**src/hw/led_driver_pkg.sv**
```systemverilog
package led_driver_pkg;

    // Driver FSM states
    typedef enum logic [3:0] {
        STALL,
        PREPARE_CONFIG,
        CONFIG,
        WRTFC_TIMING,
        PREPARE_DUMP_CONFIG,
        DUMP_CONFIG,
        WAIT_FOR_NEXT_SLICE,
        BLANKING,
        PAUSE_SCLK,
        SHIFT_REGISTER
    } drv_state_e;

    // Driver chain size
    localparam int NUM_DRIVERS = 3;
    // One config word or one GS shift burst
    localparam int WORD_BITS = 48;

    // Slice geometry
    localparam int GS_PLANES = 9;
    localparam int MUX_LINES = 8;
    localparam int SLICE_WORDS = GS_PLANES * MUX_LINES;

    // Dark time before each multiplexed line
    localparam int BLANKING_TIME = 72;

    // LAT command lengths in SCLK edges
    localparam int FCWRTEN_LEN = 15;
    localparam int WRTFC_LEN = 5;
    localparam int READFC_LEN = 11;
    localparam int LATGS_LEN = 3;
    localparam int WRTGS_LEN = 1;

    // Gap after WRTFC before READFC
    localparam int WRTFC_WAIT = 6;
    // SCLK held low after READFC
    localparam int DUMP_WAIT = 5;

    // Board routing of the LED outputs, one group per driver
    // Red and green channels
    localparam logic [3:0] LUT_RG [0:NUM_DRIVERS-1][0:15] = '{
        '{4'd6, 4'd7, 4'd9, 4'd8, 4'd10, 4'd11, 4'd13, 4'd12,
          4'd14, 4'd15, 4'd1, 4'd0, 4'd2, 4'd3, 4'd5, 4'd4},
        '{4'd2, 4'd3, 4'd5, 4'd4, 4'd6, 4'd7, 4'd9, 4'd8,
          4'd10, 4'd11, 4'd13, 4'd12, 4'd14, 4'd15, 4'd1, 4'd0},
        '{4'd2, 4'd3, 4'd4, 4'd5, 4'd6, 4'd7, 4'd8, 4'd9,
          4'd10, 4'd11, 4'd12, 4'd13, 4'd14, 4'd15, 4'd0, 4'd1}
    };

    // Blue channel
    localparam logic [3:0] LUT_B [0:NUM_DRIVERS-1][0:15] = '{
        '{4'd8, 4'd9, 4'd14, 4'd15, 4'd12, 4'd13, 4'd2, 4'd3,
          4'd0, 4'd1, 4'd6, 4'd7, 4'd4, 4'd5, 4'd10, 4'd11},
        '{4'd0, 4'd1, 4'd6, 4'd7, 4'd4, 4'd5, 4'd9, 4'd11,
          4'd8, 4'd10, 4'd14, 4'd15, 4'd12, 4'd13, 4'd2, 4'd3},
        '{4'd1, 4'd0, 4'd6, 4'd7, 4'd5, 4'd4, 4'd8, 4'd11,
          4'd9, 4'd10, 4'd14, 4'd15, 4'd13, 4'd12, 4'd2, 4'd3}
    };

endpackage

```
**src/hw/gs_bit_mapper.sv**
```systemverilog
`timescale 1ns/1ns

module gs_bit_mapper (
    input  led_driver_pkg::drv_state_e state,
    input  logic [9:0]                 state_cnt,
    input  logic [3:0]                 led_idx,
    input  logic [1:0]                 rgb_idx,

    // Configuration word shared by all drivers
    input  logic [47:0]                serialized_conf,
    // Burst word per driver
    input  logic [led_driver_pkg::WORD_BITS-1:0] pixel_words [led_driver_pkg::NUM_DRIVERS],

    output logic [led_driver_pkg::NUM_DRIVERS-1:0] drivers_sin
);
    import led_driver_pkg::*;

    logic [5:0] conf_idx;
    logic [3:0] lut_row;
    logic [3:0] lut_entry [NUM_DRIVERS];
    logic [5:0] src_idx [NUM_DRIVERS];

    // Config goes out MSB first after the idle cycle
    assign conf_idx = 6'(10'(WORD_BITS) - state_cnt);

    // LEDs are shifted from the last output down
    assign lut_row = 4'd15 - led_idx;

    // Source bit per driver from its routing group
    always_comb begin
        for (int d = 0; d < NUM_DRIVERS; d++) begin
            // Blue uses its own table
            if (rgb_idx == 2'd0) begin
                lut_entry[d] = LUT_B[d][lut_row];
            end else begin
                lut_entry[d] = LUT_RG[d][lut_row];
            end
            src_idx[d] = 6'd3 * {2'b00, lut_entry[d]} + 6'd2 - {4'b0000, rgb_idx};
        end
    end

    always_comb begin
        drivers_sin = '0;
        case (state)
            CONFIG: begin
                // Count 0 is the pause after FCWRTEN
                if (state_cnt != '0) begin
                    drivers_sin = {NUM_DRIVERS{serialized_conf[conf_idx]}};
                end
            end
            SHIFT_REGISTER: begin
                for (int d = 0; d < NUM_DRIVERS; d++) begin
                    drivers_sin[d] = pixel_words[d][src_idx[d]];
                end
            end
            default: begin
                drivers_sin = '0;
            end
        endcase
    end

endmodule

```
**config.mk**
```make
export PLATFORM = sky130hd
export DESIGN_NAME = gs_bit_mapper
export DESIGN_NICKNAME = d
export VERILOG_FILES = /design/src/hw/led_driver_pkg.sv /design/src/hw/gs_bit_mapper.sv
export SDC_FILE = /design/constraint.sdc
export NUM_CORES = 1
export LEC_CHECK = 0
export ABC_AREA = 1
export ABC_CLOCK_PERIOD_IN_PS = 3600
export BUFFER_PORTS_ARGS = -buffer_cell sky130_fd_sc_hd__buf_2
export CAP_MARGIN = 20
export CORE_ASPECT_RATIO = 1.4
export CORE_MARGIN = 5
export CORE_UTILIZATION = 36
export DETAILED_ROUTE_END_ITERATION = 10
export PLACE_DENSITY = 0.71
export SYNTH_ARGS = -nofsm -noshare
export SYNTH_HDL_FRONTEND = slang
export SYNTH_SLANG_ARGS = --single-unit
```
**constraint.sdc**
```tcl
create_clock -name vclk -period 3.6
set_input_delay 0 -clock vclk [all_inputs]
set_output_delay 0 -clock vclk [all_outputs]
set_load 0.005 [all_outputs]
```
# Yosys cells after proc, flatten, opt, wreduce, memory -nomap -nowiden
# Memories as Yosys holds them, arrays and structs flattened.
# Cells that the tools add are included.
[classes]
n_addsub = 8
multipliers = 3
n_lt_le_gt_ge = 5
eq_ne = 2
muxes = 25
n_bitwise = 1
n_reduce_logical = 2
[ops]
columns = ["op", "count"]
rows = [
  ["$mux W4", 15],
  ["$lt A6 B7 Y1 const B", 4],
  ["$bmux W1 S6", 4],
  ["$add A6 B2 Y6 const B", 3],
  ["$mul A2 B4 Y6 const A", 3],
  ["$sub A6 B2 Y6", 3],
  ["$reduce_bool A10 Y1", 1],
  ["$pmux W3 S2", 1],
  ["$sub A6 B6 Y6 const A", 1],
  ["$ge A5 B5 Y1 const B", 1],
  ["$not A4 Y5", 1],
  ["$eq A4 B2 Y1 const B", 1],
  ["$eq A4 B4 Y1 const B", 1],
  ["$mux W1", 4],
  ["$sub A4 B4 Y4 const A", 1],
  ["$mux W3", 1],
  ["$logic_not A2 Y1", 1],
]
[totals]
register_bits = 0
romBits = 384
inputBits = 212
elab_cells = 52
memories = 6
[mem_list]
columns = ["name", "words", "width", "rd", "rd_ports_with_merged_regs", "wr", "line_no", "rtl"]
rows = [
  ["(name not given)", 16, 4, 1, 0, 0, "gs_bit_mapper.sv:36", "lut_entry[d] = LUT_RG[d][lut_row];"],
  ["(name not given)", 16, 4, 1, 0, 0, "gs_bit_mapper.sv:34", "lut_entry[d] = LUT_B[d][lut_row];"],
  ["(name not given)", 16, 4, 1, 0, 0, "gs_bit_mapper.sv:36", ""],
  ["(name not given)", 16, 4, 1, 0, 0, "gs_bit_mapper.sv:34", ""],
  ["(name not given)", 16, 4, 1, 0, 0, "gs_bit_mapper.sv:36", ""],
  ["(name not given)", 16, 4, 1, 0, 0, "gs_bit_mapper.sv:34", ""],
]

# Depth between registers and ports, before layout
[logic_depth]
ltp_word = 12
mapped_depth = 19
mapped_depth_nobuf = 19

# Worst setup path after synthesis
# Ideal clock, no wire load.
[synth_path]
path_kind = "input to output"
startpoint = "input led_idx[1]"
endpoint = "output drivers_sin[0] (netlist bit)"
t_arrival_ns = 2.896
required_ns = 3.600
path_slack_ns = 0.704
path_stages = 17
n_path_buf = 1
cell_sequence = "inv_1 > ha_1 > nor2_1 > a21oi_1 > inv_1 > ha_1 > fa_1 > inv_1 > ha_1 > inv_1 > fa_1 > clkbuf_1 > o311ai_0 > nand2_1 > o21bai_1 > nand3_1 > nand2_1"
[synth_via]
elab_chain_len = 12
elab_cells_between_ends = 15
[synth_rtl]
columns = ["item", "line_no", "rtl"]
rows = [
  ["start, declared", "gs_bit_mapper.sv:6", "input logic [3:0] led_idx,"],
  ["$sub A4 B4 Y4 *", "gs_bit_mapper.sv:27", "assign lut_row = 4'd15 - led_idx;"],
  ["$not A4 Y5 (not written as such) *", "gs_bit_mapper.sv:34, gs_bit_mapper.sv:36", ""],
  ["$mem_v2 Z16 W4 (on tied branches)", "-", ""],
  ["$mux W4 (on tied branches) (2 in a row)", "gs_bit_mapper.sv:36, gs_bit_mapper.sv:34", ""],
  ["$mux W4 *", "gs_bit_mapper.sv:33", "if (rgb_idx == 2'd0) begin"],
  ["$mul A2 B4 Y6 *", "gs_bit_mapper.sv:38", "src_idx[d] = 6'd3 * {2'b00, lut_entry[d]} + 6'd2 - {4'b0000, rgb_idx};"],
  ["$add A6 B2 Y6 *", "gs_bit_mapper.sv:38", ""],
  ["$sub A6 B2 Y6 *", "gs_bit_mapper.sv:38", ""],
  ["$bmux W1 S6 *", "gs_bit_mapper.sv:53", "drivers_sin[d] = pixel_words[d][src_idx[d]];"],
  ["$mux W1 (not written as such) *", "gs_bit_mapper.sv:53", ""],
  ["$pmux W3 S2 *", "gs_bit_mapper.sv:44", "case (state)"],
  ["end, declared", "gs_bit_mapper.sv:14", "output logic [led_driver_pkg::NUM_DRIVERS-1:0] drivers_sin"],
]
# Every way passes the cells marked *; elsewhere a longest branch is shown, timed or not. The select of a mux whose other input is x is not followed.

# Worst setup path after layout
[layout_path]
startpoint = "input led_idx[1]"
endpoint = "output drivers_sin[1] (netlist bit)"
# The elaborated chain is that of the path after synthesis.

==> run metrics <==
outcome completed; first-pass GRT wire length 18,000 um; Slowest-stage cell, CP fa_1; RSZ-0062 raised after global routing no; CP Launch Type input port; Non-Filler Instances 872; # DRC 0; final hold vios 0; HP Start state[3]; sequential-to-total area share from yosys stat 0%; Tmin final 3.31 ns; row count 40; P&R area growth vs syn 35.1%; dpl cells 872; syn_nets 834; total iterations of the first detailed-routing run 5; f_max 0.302 GHz; gp weighted congestion 0.890; initial core utilization 37.0%; vias 4,441; max_cap viols 0; Req. time, crit path 3.60 ns; crit-path max cell delay 0.50 ns; Setup CP Type in -> out; area of the core 8660 um^2; largest net degree at the start of global routing 27; Final period util 91.8%; cell area after layout 4330 um^2; vias per cell 5.09; Synth Area in Compound Gates 23.9%; GRT Overall Usage 18.6%; Syn Inst Count 579; multiplexer share of the synthesized area 0%; IO Count 215; Routed WL 11,300 um; post-synthesis adder-cell area fraction 18.7%; worst hold path cell count 5; simple-gate portion of the synthesized area 39.1%; main combinational cell family by area after synthesis simple AND/OR/NAND/NOR gates; Cell Area, Synth 3200 um^2; Post-DRT Antenna Nets 0; WHS 0.414 ns; Slew headroom 55.2%; register area 0 um^2; most frequent cells in the layout buf_2 (211), nand2_1 (139), inv_1 (79), nand3_1 (77), a21oi_1 (54); Hold EP drivers_sin[1]; count of nets after finishing 1,024; port bufs 211; CP Cell Sequence buf_2 -> inv_1 -> ha_1 -> o21ai_0 -> nand3_1 -> nand2_1 -> ha_1 -> inv_1 -> fa_1 -> ha_1 -> inv_1 -> fa_2 -> xnor2_1 -> inv_1 -> nand3_1 -> nand2_1 -> o211ai_1 -> nand3_1 -> nand2_1 -> buf_2; count of flip-flops and latches 0; Final Setup Violations 0; DIE WIDTH 89.7 um; GRT overflow 0; CP most frequent cell inv_1; share of cells above drive strength 1 30.9%; Post-DP Area 4290 um^2; peak supply drop 0.237 mV; Iter 0 DRT Violations 121; DP HPWL 9800 um; TNS Setup 0 ns; Slew Viols, Final 0; Total Die Area 10,900 um^2; PD cells 334 nW/um^2; xor and xnor area share after synthesis 3.79%; ANT cells 0; worst-margin pin slew 0.671 ns; Static Leak 2.49 nW; Synth cell types 36; CP Max Fanout 7; synthesis warning total 0; wire length per cell 12.9 um; Int Power 0.602 mW; CLK BUF 0; Util after Layout 50.0%; crit end category output pin; commonest non-fill, non-tap cell in the layout buf_2; initial antenna violation count 0; switch share 58.4%; switching pwr 0.844 mW; Die Height 122 um; arrival time at the worst endpoint 3.31 ns; Synth Area per Inst 5.53 um^2; share of power burned in registers 0%; Gate power share 100.0%; HP Class in -> out; number of global-route vias before repair 4,332; clock power share 0%
[final cells by class]
cell class | instances | area [um^2]
tap | 105 | 131
inverter | 84 | 323
timing repair buffer | 218 | 1110
multi-input combinational | 465 | 2770
fill | 930 | 4330
[stage by stage]
step,total power [mW],setup WS [ns]
after global routing,1.65,0.00577
after floorplan,1.03,0.704
after detailed placement,1.40,0.198
after CTS,1.41,0.186
final,1.45,0.294
after global placement,1.37,0.233
[power by group through the flow]
stage	Clock (mW)	Combinational [mW]	Sequential, mW
2_1_floorplan	0	1.03	0
3_3_place_gp	0	1.37	0
3_5_place_dp	0	1.40	0
4_1_cts	0	1.41	0
5_1_grt	0	1.65	0
6_report	0	1.45	0
[per-layer routing]
layer | up-vias | track usage, % | share of wire (%)
li1 | 2309 | - | -
met1 | 1922 | 20.2 | 37
met2 | 186 | 35.9 | 52
met3 | 24 | 3.40 | 8.4
met4 | 0 | 5.77 | 3.1
met5 | - | 0 | 0
[cells in the mapped netlist (all sizes together)]
master / n / area (um^2)
o21ai: 27 / 135
and2: 1 / 6.26
inv: 83 / 312
nand2: 145 / 569
o32ai: 4 / 35.0
o211ai: 14 / 105
nand3: 78 / 403
o311ai: 2 / 17.5
nor3: 1 / 5.00
a21oi: 54 / 270
nand3b: 10 / 75.1
a22oi: 18 / 135
xnor2: 5 / 51.3
nand4: 2 / 12.5
buf: 18 / 105
clkinv: 1 / 3.75
nor2: 43 / 169
a221oi: 1 / 8.76
clkbuf: 12 / 45.0
fa: 8 / 160
nor4: 1 / 6.26
o31ai: 3 / 22.5
a32o: 2 / 20.0
ha: 35 / 438
xor2: 8 / 70.1
o21bai: 1 / 7.51
or2: 1 / 6.26
a32oi: 1 / 8.76
[worst max path at each step]
| stage | start | end | slack, ns |
|---|---|---|---|
| floorplan | led_idx[1] | drivers_sin[0] | 0.70 |
| global placement | led_idx[1] | drivers_sin[0] | 0.23 |
| detailed placement | led_idx[1] | drivers_sin[0] | 0.20 |
| CTS | led_idx[1] | drivers_sin[0] | 0.19 |
| global route | led_idx[1] | drivers_sin[0] | 0.006 |
| finish | led_idx[1] | drivers_sin[1] | 0.29 |
[cell families after synthesis]
kind of cell / after synthesis
AND/OR/NAND/NOR: 282
AO/OA/AOI/OAI: 127
buffers and inverters: 114
adder cells (fa/ha/maj): 43
XOR/XNOR: 13
[repair_timing]
item | in CTS | in global routing
endpoints found under the setup margin | 0 | 3
buffers inserted | 0 | 0
gates resized for setup | 0 | 8
hold buffers | 0 | 0
[critical path, delay by kind of cell]
| kind | cells | cell delay (ns) |
|---|---|---|
| adder cells (fa/ha/maj) | 5 | 1.49 |
| buffers and inverters | 6 | 0.64 |
| AND/OR/NAND/NOR | 6 | 0.57 |
| XOR/XNOR | 1 | 0.31 |
| AO/OA/AOI/OAI | 2 | 0.28 |
(Power assumes the default switching activity.)
