File: config.mk
export PLATFORM = sky130hd
export DESIGN_NAME = lat_generator
export DESIGN_NICKNAME = d
export VERILOG_FILES = /design/src/hw/led_driver_pkg.sv /design/src/hw/lat_generator.sv
export SDC_FILE = /design/constraint.sdc
export NUM_CORES = 1
export LEC_CHECK = 0
export BUFFER_PORTS_ARGS = -buffer_cell sky130_fd_sc_hd__clkbuf_2
export CORE_AREA = 8 8 45 47
export CTS_CLUSTER_SIZE = 40
export DETAILED_ROUTE_END_ITERATION = 7
export DIE_AREA = 0 0 53 55
export GPL_TIMING_DRIVEN = 0
export SLEW_MARGIN = 40
export SYNTH_ARGS = -nofsm -noshare
export SYNTH_HDL_FRONTEND = slang
export SYNTH_SLANG_ARGS = --single-unit
File: constraint.sdc
create_clock -name clk -period 1.2 [get_ports clk]
set_clock_uncertainty 0.05 [all_clocks]
set_input_delay 0.12 -clock clk [delete_from_list [all_inputs] [get_ports clk]]
set_output_delay 0.12 -clock clk [all_outputs]
set_load 0.02 [all_outputs]
File: src/hw/led_driver_pkg.sv
package led_driver_pkg;

    // Driver FSM states
    typedef enum logic [3:0] {
        STALL,
        PREPARE_CONFIG,
        CONFIG,
        WRTFC_TIMING,
        PREPARE_DUMP_CONFIG,
        DUMP_CONFIG,
        WAIT_FOR_NEXT_SLICE,
        BLANKING,
        PAUSE_SCLK,
        SHIFT_REGISTER
    } drv_state_e;

    // Driver chain size
    localparam int NUM_DRIVERS = 3;
    // One config word or one GS shift burst
    localparam int WORD_BITS = 48;

    // Slice geometry
    localparam int GS_PLANES = 9;
    localparam int MUX_LINES = 8;
    localparam int SLICE_WORDS = GS_PLANES * MUX_LINES;

    // Dark time before each multiplexed line
    localparam int BLANKING_TIME = 72;

    // LAT command lengths in SCLK edges
    localparam int FCWRTEN_LEN = 15;
    localparam int WRTFC_LEN = 5;
    localparam int READFC_LEN = 11;
    localparam int LATGS_LEN = 3;
    localparam int WRTGS_LEN = 1;

    // Gap after WRTFC before READFC
    localparam int WRTFC_WAIT = 6;
    // SCLK held low after READFC
    localparam int DUMP_WAIT = 5;

    // Board routing of the LED outputs, one group per driver
    // Red and green channels
    localparam logic [3:0] LUT_RG [0:NUM_DRIVERS-1][0:15] = '{
        '{4'd6, 4'd7, 4'd9, 4'd8, 4'd10, 4'd11, 4'd13, 4'd12,
          4'd14, 4'd15, 4'd1, 4'd0, 4'd2, 4'd3, 4'd5, 4'd4},
        '{4'd2, 4'd3, 4'd5, 4'd4, 4'd6, 4'd7, 4'd9, 4'd8,
          4'd10, 4'd11, 4'd13, 4'd12, 4'd14, 4'd15, 4'd1, 4'd0},
        '{4'd2, 4'd3, 4'd4, 4'd5, 4'd6, 4'd7, 4'd8, 4'd9,
          4'd10, 4'd11, 4'd12, 4'd13, 4'd14, 4'd15, 4'd0, 4'd1}
    };

    // Blue channel
    localparam logic [3:0] LUT_B [0:NUM_DRIVERS-1][0:15] = '{
        '{4'd8, 4'd9, 4'd14, 4'd15, 4'd12, 4'd13, 4'd2, 4'd3,
          4'd0, 4'd1, 4'd6, 4'd7, 4'd4, 4'd5, 4'd10, 4'd11},
        '{4'd0, 4'd1, 4'd6, 4'd7, 4'd4, 4'd5, 4'd9, 4'd11,
          4'd8, 4'd10, 4'd14, 4'd15, 4'd12, 4'd13, 4'd2, 4'd3},
        '{4'd1, 4'd0, 4'd6, 4'd7, 4'd5, 4'd4, 4'd8, 4'd11,
          4'd9, 4'd10, 4'd14, 4'd15, 4'd13, 4'd12, 4'd2, 4'd3}
    };

endpackage

File: src/hw/lat_generator.sv
`timescale 1ns/1ns

module lat_generator (
    input  logic                       clk,
    input  logic                       nrst,
    input  led_driver_pkg::drv_state_e state,
    input  logic [9:0]                 state_cnt,
    input  logic [3:0]                 wrtgs_cnt,
    output logic                       driver_lat
);
    import led_driver_pkg::*;

    logic wrtfc_window;
    logic wrtgs_window;
    logic latgs_window;

    // WRTFC on the last config bits
    assign wrtfc_window = state_cnt >= 10'(WORD_BITS + 1 - WRTFC_LEN);

    // WRTGS closes every plane
    assign wrtgs_window = state_cnt >= 10'(WORD_BITS - WRTGS_LEN);

    // LATGS on the last plane of a line
    assign latgs_window = wrtgs_cnt == 4'(GS_PLANES - 1)
                       && state_cnt >= 10'(WORD_BITS - LATGS_LEN);

    // Falling edge gives hold time after the SCLK rising edge
    always_ff @(negedge clk or negedge nrst) begin
        if (!nrst) begin
            driver_lat <= 1'b0;
        end else begin
            case (state)
                // FCWRTEN and READFC span the whole state
                PREPARE_CONFIG, PREPARE_DUMP_CONFIG: begin
                    driver_lat <= 1'b1;
                end
                CONFIG: begin
                    driver_lat <= wrtfc_window;
                end
                SHIFT_REGISTER: begin
                    driver_lat <= wrtgs_window || latgs_window;
                end
                default: begin
                    driver_lat <= 1'b0;
                end
            endcase
        end
    end

endmodule

## Yosys cells after proc, flatten, opt, wreduce, memory -nomap -nowiden

Cells that the tools add are included.
W data, S select, Z words.

| cells by class | value |
|---|---|
| $lt $le $gt $ge | 3 |
| multiplexer cells | 1 |
| equal/unequal tests | 5 |
| reductions and logical operators | 3 |

Operator list:

| cell | count |
|---|---|
| $ge A10 B6 Y1 const B | 3 |
| $eq A4 B4 Y1 const B | 2 |
| $eq A4 B1 Y1 const B | 1 |
| $eq A4 B2 Y1 const B | 1 |
| $eq A4 B3 Y1 const B | 1 |
| $pmux W1 S3 | 1 |
| $reduce_or A2 Y1 | 1 |
| $logic_and A1 B1 Y1 | 1 |
| $logic_or A1 B1 Y1 | 1 |

| word-level totals | value |
|---|---|
| bits in registers | 1 |
| bits of input ports | 20 |

## Logic depth before layout (Yosys ltp)

Gate-level depths: netlist of the first run.

| logic depth | value |
|---|---|
| depth in word-level cells | 4 |
| gate-level depth with buffers | 4 |
| mapped depth without buffers | 4 |

==> results of run 1 <==
==> worst min path at each step <==
stage | cells past startpoint | start | to
after detailed placement | 1 | nrst | driver_lat
after global placement | 1 | nrst | driver_lat
after floorplan | 0 | nrst | driver_lat
final | 1 | nrst | driver_lat
after CTS | 1 | nrst | driver_lat
after global routing | 1 | nrst | driver_lat
==> per-layer routing <==
metal	track usage	wire [um]	up-vias
li1	-	-	105
met1	0.04690	239	80
met2	0.04883	188	17
met3	0.02139	101	0
met4	0	0	0
met5	0	0	-
==> stage by stage <==
stage / hold WS (ps) / utilization
2_1_floorplan: 265.8 / -
3_3_place_gp: 336.9 / 0.1826
3_5_place_dp: 337.1 / 0.1826
4_1_cts: 337.1 / 0.2116
5_1_grt: 339.6 / 0.2161
6_report: 336.4 / 0.2161
==> power by group through the flow <==
stage | Combinational, mW | Sequential [mW] | Clock (mW)
final | 0.0794 | 0.0391 | 0
after global routing | 0.0885 | 0.0394 | 0
after CTS | 0.0796 | 0.0392 | 0
after detailed placement | 0.0645 | 0.0387 | 0
after global placement | 0.0628 | 0.0388 | 0
after floorplan | 0.0199 | 0.0431 | 0
==> layout make-up <==
type,count,area [um^2]
fillers,160,1085
repair buffers,20,117.6
flip-flops and latches,1,25.02
well taps,16,20.02
multi-input cells,15,136.4
==> synthesized netlist by cell type <==
library cell and n:
a21o_1 1, nor4b_1 2, o21ai_0 1, or3_1 1
a211o_2 1, o21a_1 1, a21oi_1 1, dfrtn_1 1
nor2_1 1, xnor2_1 1, nor4_1 1, o211ai_2 1
and4b_1 1, nand2_1 2
==> cells by family (layout without fill, tap and decap cells) <==
family          count (synthesis)  count (layout)
flops                           1               1
xor+xnor                        1               1
simple gates                    8               8
buf+inv                         0              20
compound gates                  6               6
==> impl_metrics.ini, run 1 <==
[run_status]
outcome = finished, violations left
violations = negative setup slack

[setup_path]
critPathTopFamily = compound AO/OA/AOI/OAI gates
crit_chain = clkbuf_8 -> a211o_4 -> nor4_4 -> a21o_1 -> o211ai_2
path_class = in2reg
crit_path_start = state[2]
cp.depth = 5
crit_end = driver_lat
worstPathArrival_ps = 880
end_kind = flip-flop
crit_fanout = 4
slowest_delay_ps = 310
crit_buf_inv = 1
crit_slowest_cell = a211o_4
critPathLaunchType = input pin
worstPathRequired_ps = 380

[global_routing]
grt_pass1_wl_um = 841
grt-ovfl-total = 0
grt_max_degree = 5
antenna_found_initial = 0
grt_usage = 0.03492
first_global_vias = 222

[synthesis]
synth_cell_types = 14
synth_nets = 36
yosys.area_share.xor_xnor = 0.06604
synth_mux_area_frac = 0
synthSimpleGateAreaFrac = 0.3868
synth_top_family_by_area = simple AND/OR/NAND/NOR gates
yosys.area.top_type = dfrtn_1
synth_area_leaders = dfrtn_1 (19%), nor4b_1 (13%), o211ai_2 (9.4%), a211o_2 (7.5%), and4b_1 (7.5%)
synth.yosys.seq_area_share = 0.1887
yosys.area_share.adder = 0
syn_inst = 16
netlist.area_leader.share = 0.1887
syn_area_um2 = 132.6
yosysWarnings = 0
syn_avg_cell_area_um2 = 8.289
ys_ff_latch = 1
synth_compound_area_frac = 0.3585

[power_and_ir_drop]
p_switching_uw = 32.57
finalPower_uw = 118.6
irDropWorstVdd_mv = 0.07965
seqPwrFrac = 0.330
power_density_nw_per_um2 = 396.5
clock_power_share = 0
internal_power_uw = 85.99
p_leak_nw = 0.1398
combPwrFrac = 0.670
swShare = 0.2747

[floorplan]
ios = 21
dieArea_um2 = 2915
design.core.area_um2 = 1384
rows = 14
fp.dieH_um = 55
die_w_um = 53
initial_core_util = 0.09584

[clock_tree]
cts-resized-gates = 6
cts_setup_buffers = 0
hold_buffers = 0
clk_pin_slew_ps = 0

[routing]
drtIter0Drc = 0
via_per_inst = 3.885
wire_per_inst_um = 10.19
drc = 0
firstDrtPassIters = 1
ant_nets = 0
routed_wl_um = 530
num_vias = 202

[finish]
reg.largest.list = driver_lat x1
syn_to_final_growth_pct = 125.5
finalNonFillerCells = 52
num_antenna_cells = 0
mostFrequentLayoutCell = clkbuf_2
top_register = driver_lat
final_cell_mix = clkbuf_2 (18), nand2_1 (2), clkbuf_8 (2)
nNetsFinal = 58
largest_reg_flops = 1
drive_gt1_frac = 0.6667
final_cell_area_um2 = 299.0

[placement]
post-place-ws_ps = -620.9
numPortBuffers = 20
hpwlAfterDp_um = 521.9
placed_cell_area_um2 = 252.7
finalWeightedCongestion = 0.5961
post-place-cells = 52

[sta]
slew_headroom = 0.8361
hold_viol = 0
rsz0062_at_grt = yes
tns_ps = -582.8
setup_ws_ps = -497.0
drv_slew = 0
setup_viol = 2
tightestPinTransition_ps = 242.4

[flow_run]
max_cap_viol_count = 0

[worst_hold_path]
hp-class = in2async
Note: power is estimated with default switching activity, not from simulation.
==> run 2, diff against run 1 <==
--- a/config.mk
+++ b/config.mk
@@ -5,6 +5,7 @@
 export SDC_FILE = /design/constraint.sdc
 export NUM_CORES = 1
 export LEC_CHECK = 0
+export ABC_AREA = 1
 export BUFFER_PORTS_ARGS = -buffer_cell sky130_fd_sc_hd__clkbuf_2
 export CORE_AREA = 8 8 45 47
 export CTS_CLUSTER_SIZE = 40
==> run 2 against run 1 <==
Net effect:
- the run still ends with negative setup slack left
- synthesized area rose by 16%
- sequential share of layout area shrank 0.17 points
- core utilization is 0.45 points higher
- combinational power shrank 5.4%
- critical endpoint unchanged
==> impl_metrics.ini, run 2 <==
[synthesis]
synth_ff_type = dfrtn_1
synth.most_common_cell = nand2_1
yosysWarnings = 0
async_flop_share = 1.000
syn_avg_cell_area_um2 = 4.964
synth_edf_count = 0
synth_area_leaders = nand2_1 (22%), inv_1 (20%), dfrtn_1 (16%), nor2_1 (12%), nand3_1 (9.8%)
netlist.area_leader.share = 0.2195
syn_area_um2 = 153.9
synth.yosys.seq_area_share = 0.1626
ys_top_cells_by_count = nand2_1 (9), inv_1 (8), nor2_1 (5), nand3_1 (3), nand4_1 (2)
syn_inst = 31
ys_ff_latch = 1
synth_nets = 51
synth_cell_types = 9
yosys.area.top_type = nand2_1

[floorplan]
fp.dieH_um = 55
design.core.area_um2 = 1384
ios = 21
die_w_um = 53
rows = 14
initial_core_util = 0.1112
dieArea_um2 = 2915

[routing]
num_vias = 251
drc = 0
drtIter0Drc = 0
via_per_inst = 3.746
wire_per_inst_um = 8.134
ant_nets = 0
firstDrtPassIters = 1
routed_wl_um = 545

[power_and_ir_drop]
internal_power_uw = 79.87
swShare = 0.2954
p_leak_nw = 0.1908
power_density_nw_per_um2 = 371.3
clock_power_share = 0
combPwrFrac = 0.663
seqPwrFrac = 0.337
irDropWorstVdd_mv = 0.07312
p_switching_uw = 33.48

[placement]
hpwlAfterDp_um = 540.6
post-place-ws_ps = -254.5
numPortBuffers = 20
finalWeightedCongestion = 0.6361

[finish]
top_register = driver_lat
num_antenna_cells = 0
drive_gt1_frac = 0.4902
mostFrequentLayoutCell = clkbuf_2
nFillCells = 168
final_cell_mix = clkbuf_2 (17), nand2_1 (8), inv_1 (7)
largest_reg_flops = 1
reg.largest.list = driver_lat x1
syn_to_final_growth_pct = 98.37
nNetsFinal = 73

[run_status]
outcome = finished, violations left
violations = negative setup slack

[global_routing]
grt_max_degree = 4
antenna_found_initial = 0
first_global_vias = 244
grt_usage = 0.03435
grt-ovfl-total = 0
grt_pass1_wl_um = 828

[sta]
tightestPinTransition_ps = 192.7
rsz0062_at_grt = yes
drv_slew = 0
slew_headroom = 0.8704
setup_viol = 2
setup_ws_ps = -245.0
hold_viol = 0
tns_ps = -332.9

[setup_path]
crit_fanout = 2
path_class = in2reg
critPathLaunchType = input pin
worstPathArrival_ps = 640
end_kind = flip-flop
worstPathRequired_ps = 390

[worst_hold_path]
hp-class = in2async

[clock_tree]
cts_setup_buffers = 0
clk_pin_slew_ps = 0
hold_buffers = 0

[flow_run]
max_cap_viol_count = 0
-- run 2: changes by cell type in the layout (fill, tap and decap cells not counted), sizes merged, moves of 3 or more --
cell	before	now
nand3	0	3
inv	0	8
nor2	1	6
nand2	2	9
-- run 2: worst paths after layout --
kind / startpoint / to
max in group asynchronous: nrst / driver_lat
min in group clk: state[2] / driver_lat
hold / removal: nrst / driver_lat
setup / recovery: state_cnt[0] / driver_lat
-- run 2: worst max-delay path, stage by stage --
cell and delay (ps):
buf_6 90, nand2_2 60, inv_2 30, nor2_2 80
nand2_1 50, nand2_1 50, nand2_1 50, nand2_1 50
nand2_1 50
-- run 2: cell families after synthesis --
kind of cell,after synthesis,synth area share
AOI/OAI and AO/OA,2,0.08129
buffers and inverters,8,0.1951
DFF,1,0.1626
and+or+nand+nor,20,0.5610
-- run 2: through the flow --
step / instances / power [mW] / cell area (um^2) / util / hold slack [ps]
after floorplan: 31 / 0.06279 / 153.9 / - / 265.8
after global placement: 67 / 0.1005 / 274.0 / 0.1980 / 335.6
after detailed placement: 67 / 0.1027 / 274.0 / 0.1980 / 336.7
after CTS: 67 / 0.1071 / 282.8 / 0.2043 / 336.7
after global routing: 67 / 0.1228 / 305.3 / 0.2206 / 342.4
final: 67 / 0.1134 / 305.3 / 0.2206 / 336.9
-- run 2: repair_timing --
item,4_1_cts,5_1_grt
pin swaps,0,5
gates resized for setup,2,6
cloned,0,0
endpoints found under the setup margin,2,2
-- run 2: final cells by class --
class / instances / area (um^2) / area share
Timing Repair Buffer: 20 / 121.4 / 0.3975
Sequential cell: 1 / 25.02 / 0.08197
Multi-Input combinational cell: 22 / 108.9 / 0.3566
Inverter: 8 / 30.03 / 0.09836
Tap cell: 16 / 20.02 / 0.06557
-- run 2: power groups by stage --
stage	registers [mW]	clock network, mW	logic [mW]
final	0.0383	0	0.0751
after global routing	0.0388	0	0.0840
after CTS	0.0383	0	0.0689
after detailed placement	0.0378	0	0.0649
after global placement	0.0378	0	0.0627
after floorplan	0.0414	0	0.0214
-- run 2: layer usage --
metal / track usage / vias up / routed length [um]
met5: 0 / - / 0
met4: 0 / 0 / 0
met3: 0.008021 / 0 / 56
met2: 0.07227 / 12 / 291
met1: 0.03474 / 101 / 197
li1: - / 138 / -
