--- config.mk ---
export PLATFORM = sky130hd
export DESIGN_NAME = driver_sequencer
export DESIGN_NICKNAME = d
export VERILOG_FILES = /design/src/hw/led_driver_pkg.sv /design/src/hw/driver_sequencer.sv
export SDC_FILE = /design/constraint.sdc
export NUM_CORES = 1
export LEC_CHECK = 0
export BUFFER_PORTS_ARGS = -buffer_cell sky130_fd_sc_hd__clkbuf_2
export CAP_MARGIN = 20
export CORE_ASPECT_RATIO = 0.5
export CORE_UTILIZATION = 45
export DETAILED_ROUTE_END_ITERATION = 16
export MAX_ROUTING_LAYER = met4
export PLACE_DENSITY = 0.66
export SYNTH_ARGS = -nofsm -noshare
export SYNTH_HDL_FRONTEND = slang
export SYNTH_SLANG_ARGS = --single-unit
export TNS_END_PERCENT = 10
--- constraint.sdc ---
create_clock -name clk -period 2.85 [get_ports clk]
set_input_delay 0.4275 -clock clk [delete_from_list [all_inputs] [get_ports clk]]
set_output_delay 0.4275 -clock clk [all_outputs]
set_load 0.1 [all_outputs]
--- src/hw/led_driver_pkg.sv ---
package led_driver_pkg;

    // Driver FSM states
    typedef enum logic [3:0] {
        STALL,
        PREPARE_CONFIG,
        CONFIG,
        WRTFC_TIMING,
        PREPARE_DUMP_CONFIG,
        DUMP_CONFIG,
        WAIT_FOR_NEXT_SLICE,
        BLANKING,
        PAUSE_SCLK,
        SHIFT_REGISTER
    } drv_state_e;

    // Driver chain size
    localparam int NUM_DRIVERS = 3;
    // One config word or one GS shift burst
    localparam int WORD_BITS = 48;

    // Slice geometry
    localparam int GS_PLANES = 9;
    localparam int MUX_LINES = 8;
    localparam int SLICE_WORDS = GS_PLANES * MUX_LINES;

    // Dark time before each multiplexed line
    localparam int BLANKING_TIME = 72;

    // LAT command lengths in SCLK edges
    localparam int FCWRTEN_LEN = 15;
    localparam int WRTFC_LEN = 5;
    localparam int READFC_LEN = 11;
    localparam int LATGS_LEN = 3;
    localparam int WRTGS_LEN = 1;

    // Gap after WRTFC before READFC
    localparam int WRTFC_WAIT = 6;
    // SCLK held low after READFC
    localparam int DUMP_WAIT = 5;

    // Board routing of the LED outputs, one group per driver
    // Red and green channels
    localparam logic [3:0] LUT_RG [0:NUM_DRIVERS-1][0:15] = '{
        '{4'd6, 4'd7, 4'd9, 4'd8, 4'd10, 4'd11, 4'd13, 4'd12,
          4'd14, 4'd15, 4'd1, 4'd0, 4'd2, 4'd3, 4'd5, 4'd4},
        '{4'd2, 4'd3, 4'd5, 4'd4, 4'd6, 4'd7, 4'd9, 4'd8,
          4'd10, 4'd11, 4'd13, 4'd12, 4'd14, 4'd15, 4'd1, 4'd0},
        '{4'd2, 4'd3, 4'd4, 4'd5, 4'd6, 4'd7, 4'd8, 4'd9,
          4'd10, 4'd11, 4'd12, 4'd13, 4'd14, 4'd15, 4'd0, 4'd1}
    };

    // Blue channel
    localparam logic [3:0] LUT_B [0:NUM_DRIVERS-1][0:15] = '{
        '{4'd8, 4'd9, 4'd14, 4'd15, 4'd12, 4'd13, 4'd2, 4'd3,
          4'd0, 4'd1, 4'd6, 4'd7, 4'd4, 4'd5, 4'd10, 4'd11},
        '{4'd0, 4'd1, 4'd6, 4'd7, 4'd4, 4'd5, 4'd9, 4'd11,
          4'd8, 4'd10, 4'd14, 4'd15, 4'd12, 4'd13, 4'd2, 4'd3},
        '{4'd1, 4'd0, 4'd6, 4'd7, 4'd5, 4'd4, 4'd8, 4'd11,
          4'd9, 4'd10, 4'd14, 4'd15, 4'd13, 4'd12, 4'd2, 4'd3}
    };

endpackage

--- src/hw/driver_sequencer.sv ---
`timescale 1ns/1ns

module driver_sequencer (
    input  logic                       clk,
    input  logic                       nrst,
    input  logic                       clk_enable,

    // Rotor position and host config strobes
    input  logic                       position_sync,
    input  logic                       new_configuration_ready,

    // FSM state and counters for the pin blocks
    output led_driver_pkg::drv_state_e state,
    output logic [9:0]                 state_cnt,
    output logic [3:0]                 wrtgs_cnt,
    output logic [3:0]                 led_idx,
    output logic [1:0]                 rgb_idx,

    // Gated driver clocks
    output logic                       driver_sclk,
    output logic                       driver_gclk,

    // Strobes
    output logic                       slice_start,
    output logic                       driver_ready,
    output logic                       column_ready
);
    import led_driver_pkg::*;

    // Current multiplexed line
    logic [2:0] mux_cnt;
    logic       streaming;
    logic       burst_end;

    // States a reconfiguration may interrupt
    assign streaming = state == BLANKING || state == WAIT_FOR_NEXT_SLICE
                    || state == PAUSE_SCLK || state == SHIFT_REGISTER;

    // Last bit of a GS burst
    assign burst_end = state == SHIFT_REGISTER && state_cnt == 10'(WORD_BITS - 1);

    always_ff @(posedge clk or negedge nrst) begin
        if (!nrst) begin
            state     <= STALL;
            state_cnt <= '0;
            wrtgs_cnt <= '0;
            mux_cnt   <= '0;
            led_idx   <= '0;
            rgb_idx   <= '0;
        end else if (clk_enable) begin
            case (state)
                STALL: begin
                    state <= PREPARE_CONFIG;
                end

                // FCWRTEN command with LAT high
                PREPARE_CONFIG: begin
                    state_cnt <= state_cnt + 10'd1;
                    if (state_cnt == 10'(FCWRTEN_LEN - 1)) begin
                        state     <= CONFIG;
                        state_cnt <= '0;
                    end
                end

                // One idle cycle then the 48 config bits
                CONFIG: begin
                    state_cnt <= state_cnt + 10'd1;
                    if (state_cnt == 10'(WORD_BITS)) begin
                        state     <= WRTFC_TIMING;
                        state_cnt <= '0;
                    end
                end

                // Settle time after WRTFC
                WRTFC_TIMING: begin
                    state_cnt <= state_cnt + 10'd1;
                    if (state_cnt == 10'(WRTFC_WAIT - 1)) begin
                        state     <= PREPARE_DUMP_CONFIG;
                        state_cnt <= '0;
                    end
                end

                // READFC command
                PREPARE_DUMP_CONFIG: begin
                    state_cnt <= state_cnt + 10'd1;
                    if (state_cnt == 10'(READFC_LEN - 1)) begin
                        state     <= DUMP_CONFIG;
                        state_cnt <= '0;
                    end
                end

                // Config read-back on SOUT, not captured here
                DUMP_CONFIG: begin
                    state_cnt <= state_cnt + 10'd1;
                    if (state_cnt == 10'(DUMP_WAIT + WORD_BITS - 1)) begin
                        state     <= WAIT_FOR_NEXT_SLICE;
                        state_cnt <= '0;
                    end
                end

                WAIT_FOR_NEXT_SLICE: begin
                    mux_cnt <= '0;
                    // Counter only marks the entry cycle
                    if (state_cnt == '0) begin
                        state_cnt <= 10'd1;
                    end
                    if (position_sync) begin
                        state     <= BLANKING;
                        state_cnt <= '0;
                    end
                end

                BLANKING: begin
                    wrtgs_cnt <= '0;
                    led_idx   <= '0;
                    rgb_idx   <= '0;
                    state_cnt <= state_cnt + 10'd1;
                    if (state_cnt == 10'(BLANKING_TIME - 1)) begin
                        state     <= PAUSE_SCLK;
                        state_cnt <= '0;
                    end
                end

                // One cycle for the frame store to present the next word
                PAUSE_SCLK: begin
                    state <= SHIFT_REGISTER;
                end

                SHIFT_REGISTER: begin
                    state_cnt <= state_cnt + 10'd1;
                    if (burst_end) begin
                        state_cnt <= '0;
                        wrtgs_cnt <= wrtgs_cnt + 4'd1;
                        state     <= PAUSE_SCLK;
                        // Last plane closes the line
                        if (wrtgs_cnt == 4'(GS_PLANES - 1)) begin
                            wrtgs_cnt <= '0;
                            mux_cnt   <= mux_cnt + 3'd1;
                            state     <= BLANKING;
                            if (mux_cnt == 3'(MUX_LINES - 1)) begin
                                mux_cnt <= '0;
                                state   <= WAIT_FOR_NEXT_SLICE;
                            end
                        end
                    end
                    // Colour steps fastest, 16 LEDs of 3 colours per burst
                    rgb_idx <= rgb_idx + 2'd1;
                    if (rgb_idx == 2'd2) begin
                        rgb_idx <= '0;
                        led_idx <= led_idx + 4'd1;
                    end
                end

                default: begin
                    state     <= STALL;
                    state_cnt <= '0;
                end
            endcase

            // Host reconfig restarts the boot sequence
            if (new_configuration_ready && streaming) begin
                state     <= PREPARE_CONFIG;
                state_cnt <= '0;
                wrtgs_cnt <= '0;
                mux_cnt   <= '0;
                led_idx   <= '0;
                rgb_idx   <= '0;
            end
        end
    end

    // SCLK runs with the latch commands and the shifted bits
    always_comb begin
        case (state)
            PREPARE_CONFIG, PREPARE_DUMP_CONFIG, SHIFT_REGISTER: begin
                driver_sclk = clk_enable;
            end
            CONFIG: begin
                driver_sclk = clk_enable && state_cnt != '0;
            end
            DUMP_CONFIG: begin
                driver_sclk = clk_enable && state_cnt >= 10'(DUMP_WAIT);
            end
            default: begin
                driver_sclk = 1'b0;
            end
        endcase
    end

    // GCLK only once GS data is latched, idle during configuration
    always_comb begin
        case (state)
            WAIT_FOR_NEXT_SLICE: begin
                driver_gclk = clk_enable && state_cnt != '0;
            end
            BLANKING: begin
                driver_gclk = clk_enable && state_cnt != '0 && mux_cnt != '0;
            end
            PAUSE_SCLK, SHIFT_REGISTER: begin
                driver_gclk = clk_enable;
            end
            default: begin
                driver_gclk = 1'b0;
            end
        endcase
    end

    assign slice_start  = clk_enable && state == WAIT_FOR_NEXT_SLICE && position_sync
                       && !new_configuration_ready;
    assign driver_ready = clk_enable && burst_end;
    assign column_ready = clk_enable && burst_end && wrtgs_cnt == 4'(GS_PLANES - 1);

endmodule

* After elaboration in Yosys (flattened, before gate mapping)
Index checks and enable logic that the tools add are counted.
** Operators by class
- Eq/ne operators :: 31
- $add $sub $neg :: 5
- Reductions and logical operators :: 29
- Order comparisons :: 1
- Multiplexer cells :: 40
** Operators by type and width (count)
- $mux 10 :: 10
- $pmux 10 s9 :: 1
- $mux 4 :: 15
- $pmux 4 s10 :: 1
- $eq 10x6->1 const B :: 3
- $eq 10x4->1 const B :: 2
- $eq 4x3->1 const B :: 4
- $pmux 4 s2 :: 2
- $ne 3x3->1 const B :: 5
- $eq 4x4->1 const B :: 3
- $mux 3 :: 4
- $add 10x1->10 const B :: 1
- $eq 10x3->1 const B :: 1
- $eq 10x7->1 const B :: 1
- $ge 10x3->1 const B :: 1
- $logic_and 1x1->1 :: 10
- $logic_not 10->1 :: 1
- $reduce_bool 10->1 :: 1
- $ne 3x1->1 const B :: 3
- $reduce_and 3->1 :: 3
- $reduce_and 9->1 :: 1
- $reduce_bool 3->1 :: 3
- $add 4x1->4 const B :: 2
- $eq 4x2->1 const B :: 2
- 20 further kinds :: 26
** Storage, ports and cells
- Register bits after elaboration :: 27
- Word-level logic and storage cells :: 112
- Output and inout port bits :: 29
- Bits of input ports :: 5

* Logic depth before layout (Yosys ltp)
- Depth after elaboration :: 7
- Gate-level depth with buffers :: 9
- Depth with buffers taken out :: 8

* Least setup slack after synthesis
OpenSTA, ideal clock, no wires.
- Kind :: flip-flop to output port
- From :: register state[3]
- To :: output slice_start
- Path slack :: -1.768 ns
- Stages on the path, launching flop included :: 4
- Data arrival time :: 4.190 ns
- Buffers on the path :: 1
- Required time :: 2.423 ns
- Cell sequence :: dfrtp_1 -> clkbuf_1 -> nand3b_1 -> nor4_1
** On the way
- Longest elaborated chain between the ends :: 4
** Ends and longest elaborated chain
- start: declaration :: line driver_sequencer.sv:13 : output led_driver_pkg::drv_state_e state,
- start signal: assignment :: line driver_sequencer.sv:44 : state <= STALL;
- start signal: assignment :: line driver_sequencer.sv:53 : state <= PREPARE_CONFIG;
- start signal: assignment :: line driver_sequencer.sv:60 : state <= CONFIG;
- $eq 4x3->1 :: line driver_sequencer.sv:208 : assign slice_start = clk_enable && state == WAIT_FOR_NEXT_SLICE && position_sync
- $logic_and 1x1->1 (2 in a row) :: line driver_sequencer.sv:208
- $logic_and 1x1->1 :: line driver_sequencer.sv:209 : && !new_configuration_ready;
- end: declaration :: line driver_sequencer.sv:24 : output logic slice_start,
No other way between the ends.

* Worst setup path in the final report
- From :: register state_cnt[8]
- To :: output column_ready
** On the way
- Longest elaborated chain between the ends :: 4
** Ends and longest elaborated chain
- start: declaration :: line driver_sequencer.sv:14 : output logic [9:0] state_cnt,
- start signal: assignment :: line driver_sequencer.sv:58 : state_cnt <= state_cnt + 10'd1;
- start signal: assignment :: line driver_sequencer.sv:67 : state_cnt <= state_cnt + 10'd1;
- start signal: assignment :: line driver_sequencer.sv:76 : state_cnt <= state_cnt + 10'd1;
- $eq 10x6->1 :: line driver_sequencer.sv:40 : assign burst_end = state == SHIFT_REGISTER && state_cnt == 10'(WORD_BITS - 1);
- $logic_and 1x1->1 :: line driver_sequencer.sv:40
- $logic_and 1x1->1 (2 in a row) :: line driver_sequencer.sv:211 : assign column_ready = clk_enable && burst_end && wrtgs_cnt == 4'(GS_PLANES - 1);
- end: declaration :: line driver_sequencer.sv:26 : output logic column_ready
No other way between the ends.

==> summary.md <==
| Metric | Value |
|---|---|
| Post-CTS Setup Repair Bufs | 0 |
| CTS tree | done |
| Most common cell after layout, fill and taps aside | nand2_1 |
| Largest family of logic cells by synthesized area | simple AND/OR/NAND/NOR gates |
| Vias in the first global route | 1938 |
| Mapped Area | 2020 um^2 |
| Sequential fraction of the synthesis area | 33.5% |
| Deepest clock path buffer count | 2 |
| Max Cap Violations | 0 |
| Rows | 16 |
| Peak supply drop | 566 uV |
| Register area | 676 um^2 |
| Power Total | 2.56 mW |
| Post-route cell area | 2440 um^2 |
| Post-route ant nets | 0 |
| Post-synthesis simple-gate area fraction | 27.8% |
| F_max | 364 MHz |
| Clk Latency, worst-skew pair | 0.28 ns |
| Largest net degree at the start of global routing | 28 |
| Ys async rst share | 100% |
| GRT overflow | 0 |
| Full die area | 4770 um^2 |
| Pins Over Slew Limit | 0 |
| Number of synthesized flops with an enable pin | 0 |
| Placer Congestion | 0.979 |
| Layout cells sized above 1 | 23.5% |
| GRT busiest layer | met2 |
| Placed cells | 335 |
| Non-Filler Instances | 339 |
| Synthesis Warnings | 0 |
| Leading cell types in the layout, fill and taps excluded | nand2_1 (34), clkbuf_2 (29), o21ai_0 (27), dfrtp_1 (27), nor2_1 (15) |
| Initial antenna violation count | 0 |
| Global-route wire length before repair | 9190 um |
| Met2 Resource Use GR | 38.0% |
| Placed standard-cell area | 2380 um^2 |
| Vias | 2043 |
| Avg Cell Area, Syn | 8.14 um^2 |
| Hold_buf cts | 0 |
| Leakage | 1.03 nW |
| Multiplexer share of the synthesized area | 2.60% |
| Share of the synthesized area in the top cell type | 33.5% |
| FILL cells | 356 |
| Root buf cell | clkbuf_8 |
| Total Wirelength | 5350 um |
| Tot GR Track Use | 24.5% |
| Final hold vios | 0 |
| Crit path launch type | flip-flop |
| Synth Area in Compound Gates | 24.6% |
| Seq cells post-synth | 27 |
| PwrDens | 1050 nW/um^2 |
| TritonCTS buffer count | 3 |
| Met1 Usage GRT | 33.5% |
| Port Buffers | 33 |
| Worst R2R Path Depth | 7 |
| Initial DRC Count | 94 |
| Cell taking the most area after synthesis | dfrtp_1 |
| Post-synthesis instance total | 248 |
| WP data required | 2.42 ns |
| Top_reg_cell synth | dfrtp_1 |
| N_diodes | 0 |
| Htree depth | 1 |
| XOR/XNOR share of the synthesized area | 0% |
| Initial Util | 49.2% |
| Post-CTS resize count | 1 |
| RSZ-0062 raised after global routing | no |
| Crit path time final | 2.75 ns |
| Met3 GRT Util | 4.73% |
| Critical path endpoint category | output port |
| R2R Setup Slk | 0.19 ns |
| Critical Path Source | state_cnt[8]$_DFFE_PN0P_ |
| Tightest Pin Transition | 0.730 ns |
| Area growth from synthesis to layout | 21.0% |
| Rel. slew slack | 51.3% |
| Io pins | 34 |
| RR Endpoint | state_cnt[8]$_DFFE_PN0P_ |
| Outcome | complete, no violations |
| Avg WL per Cell | 15.8 um |
| Worst-path maximum fanout | 7 |
| Die H | 49.4 um |
| Drt pass-1 iters | 5 |
| Worst min-delay path category | input port to async pin |
| Area of the multi-input gates | 1280 um^2 |
| # setup viols final | 0 |
| Core footprint | 4100 um^2 |
| Layout Skew | 0.00545 ns |
| Vias per cell | 6.03 |
| Post-Synth Adder-Cell Area | 6.82% |
| Syn Nets | 264 |
| CP arrival | 2.32 ns |
| Top cells by area, synth | dfrtp_1 (33%), ha_1 (6.8%), o21ai_0 (6.7%) |
| # clock sinks | 27 |
| Synth cell types | 51 |
| Post-detail-place hpwl | 3880 um |
| Net count, final | 302 |
| Worst R2R Start | state_cnt[8]$_DFFE_PN0P_ |
| Die width | 96.7 um |
| Clock transition at the registers of the reported paths | 0.10 ns |
| Final Cycle Share | 96.4% |
| Crit Path Class | flip-flop to output port |
| DR DRC count | 0 |
## stage by stage
step	utilization, %	worst slack (ns)	TNS [ns]	hold slack, ns
4_1_cts	59.4	0.0963	0	0.209
3_3_place_gp	58.0	0.329	0	0.513
3_5_place_dp	58.0	0.217	0	0.520
6_report	59.5	0.101	0	0.182
5_1_grt	59.5	0.00178	0	0.240
2_1_floorplan	-	-0.574	-1.43	0.132
## synthesized netlist by cell type (2+ instances only)
| cell type | count |
|---|---|
| a22o_1 | 3 |
| nor3_1 | 7 |
| nand3_1 | 9 |
| mux2_2 | 2 |
| clkbuf_1 | 11 |
| o21a_1 | 3 |
| a21oi_1 | 8 |
| nor4b_1 | 2 |
| ha_1 | 11 |
| nor2b_1 | 3 |
| o311ai_0 | 3 |
| or3_1 | 2 |
| o211ai_1 | 7 |
| o2111ai_1 | 4 |
| or2_2 | 5 |
| dfrtp_1 | 27 |
| inv_1 | 12 |
| or4_1 | 2 |
| nand2b_1 | 8 |
| nand3b_1 | 2 |
| a31oi_1 | 4 |
| nand2_1 | 34 |
| o21ai_0 | 27 |
| mux2i_1 | 3 |
| nor2_1 | 15 |
| nor4_1 | 9 |
## sequential cells by signal (all words and copies together) (netlist names)
signal / count
led_idx: 4
state_cnt: 10
rgb_idx: 2
wrtgs_cnt: 4
state: 4
mux_cnt: 3
## logic make-up after synthesis
| kind of cell | after synthesis |
|---|---|
| buffers and inverters | 25 |
| AO/OA/AOI/OAI | 73 |
| flip-flops | 27 |
| adder cells (fa/ha/maj) | 11 |
| AND/OR/NAND/NOR | 107 |
| multiplexers | 5 |
## final cells by class
class	instances	area share, %
tap	54	2.77
timing repair buffer	45	12.9
multi-input combinational	196	52.6
clock buffer	3	1.69
sequential	27	27.7
clock inverter	1	0.308
inverter	13	2.00
## how the worst max path moves through the flow
| stage | end |
|---|---|
| after floorplan | column_ready |
| after global placement | state[2]$_DFFE_PN0P_ |
| after detailed placement | state[2]$_DFFE_PN0P_ |
| after CTS | column_ready |
| after global routing | state_cnt[8]$_DFFE_PN0P_ |
| final | column_ready |
## power by group
part | leakage [nW] | switching, mW | total [mW] | internal [mW]
Clock | 0.0217 | 0.136 | 0.235 | 0.0996
Combinational | 0.648 | 1.21 | 1.69 | 0.476
Sequential | 0.364 | 0.172 | 0.635 | 0.462
## worst max-delay path, stage by stage (launching register included)
cell and delay, ns:
dfrtp_1 0.45, or4_4 0.56, nor4b_4 0.39, and3_2 0.29, and2_2 0.17, buf_12 0.17
## metal layers
layer / routed length, um / part of all wire [%] / vias to the layer above
met3: 310 / 5.8 / 8
met2: 2420 / 45 / 68
met5: 0 / 0 / -
met4: 67 / 1.3 / 0
li1: - / - / 998
met1: 2560 / 48 / 969
(Power assumes the default switching activity.)
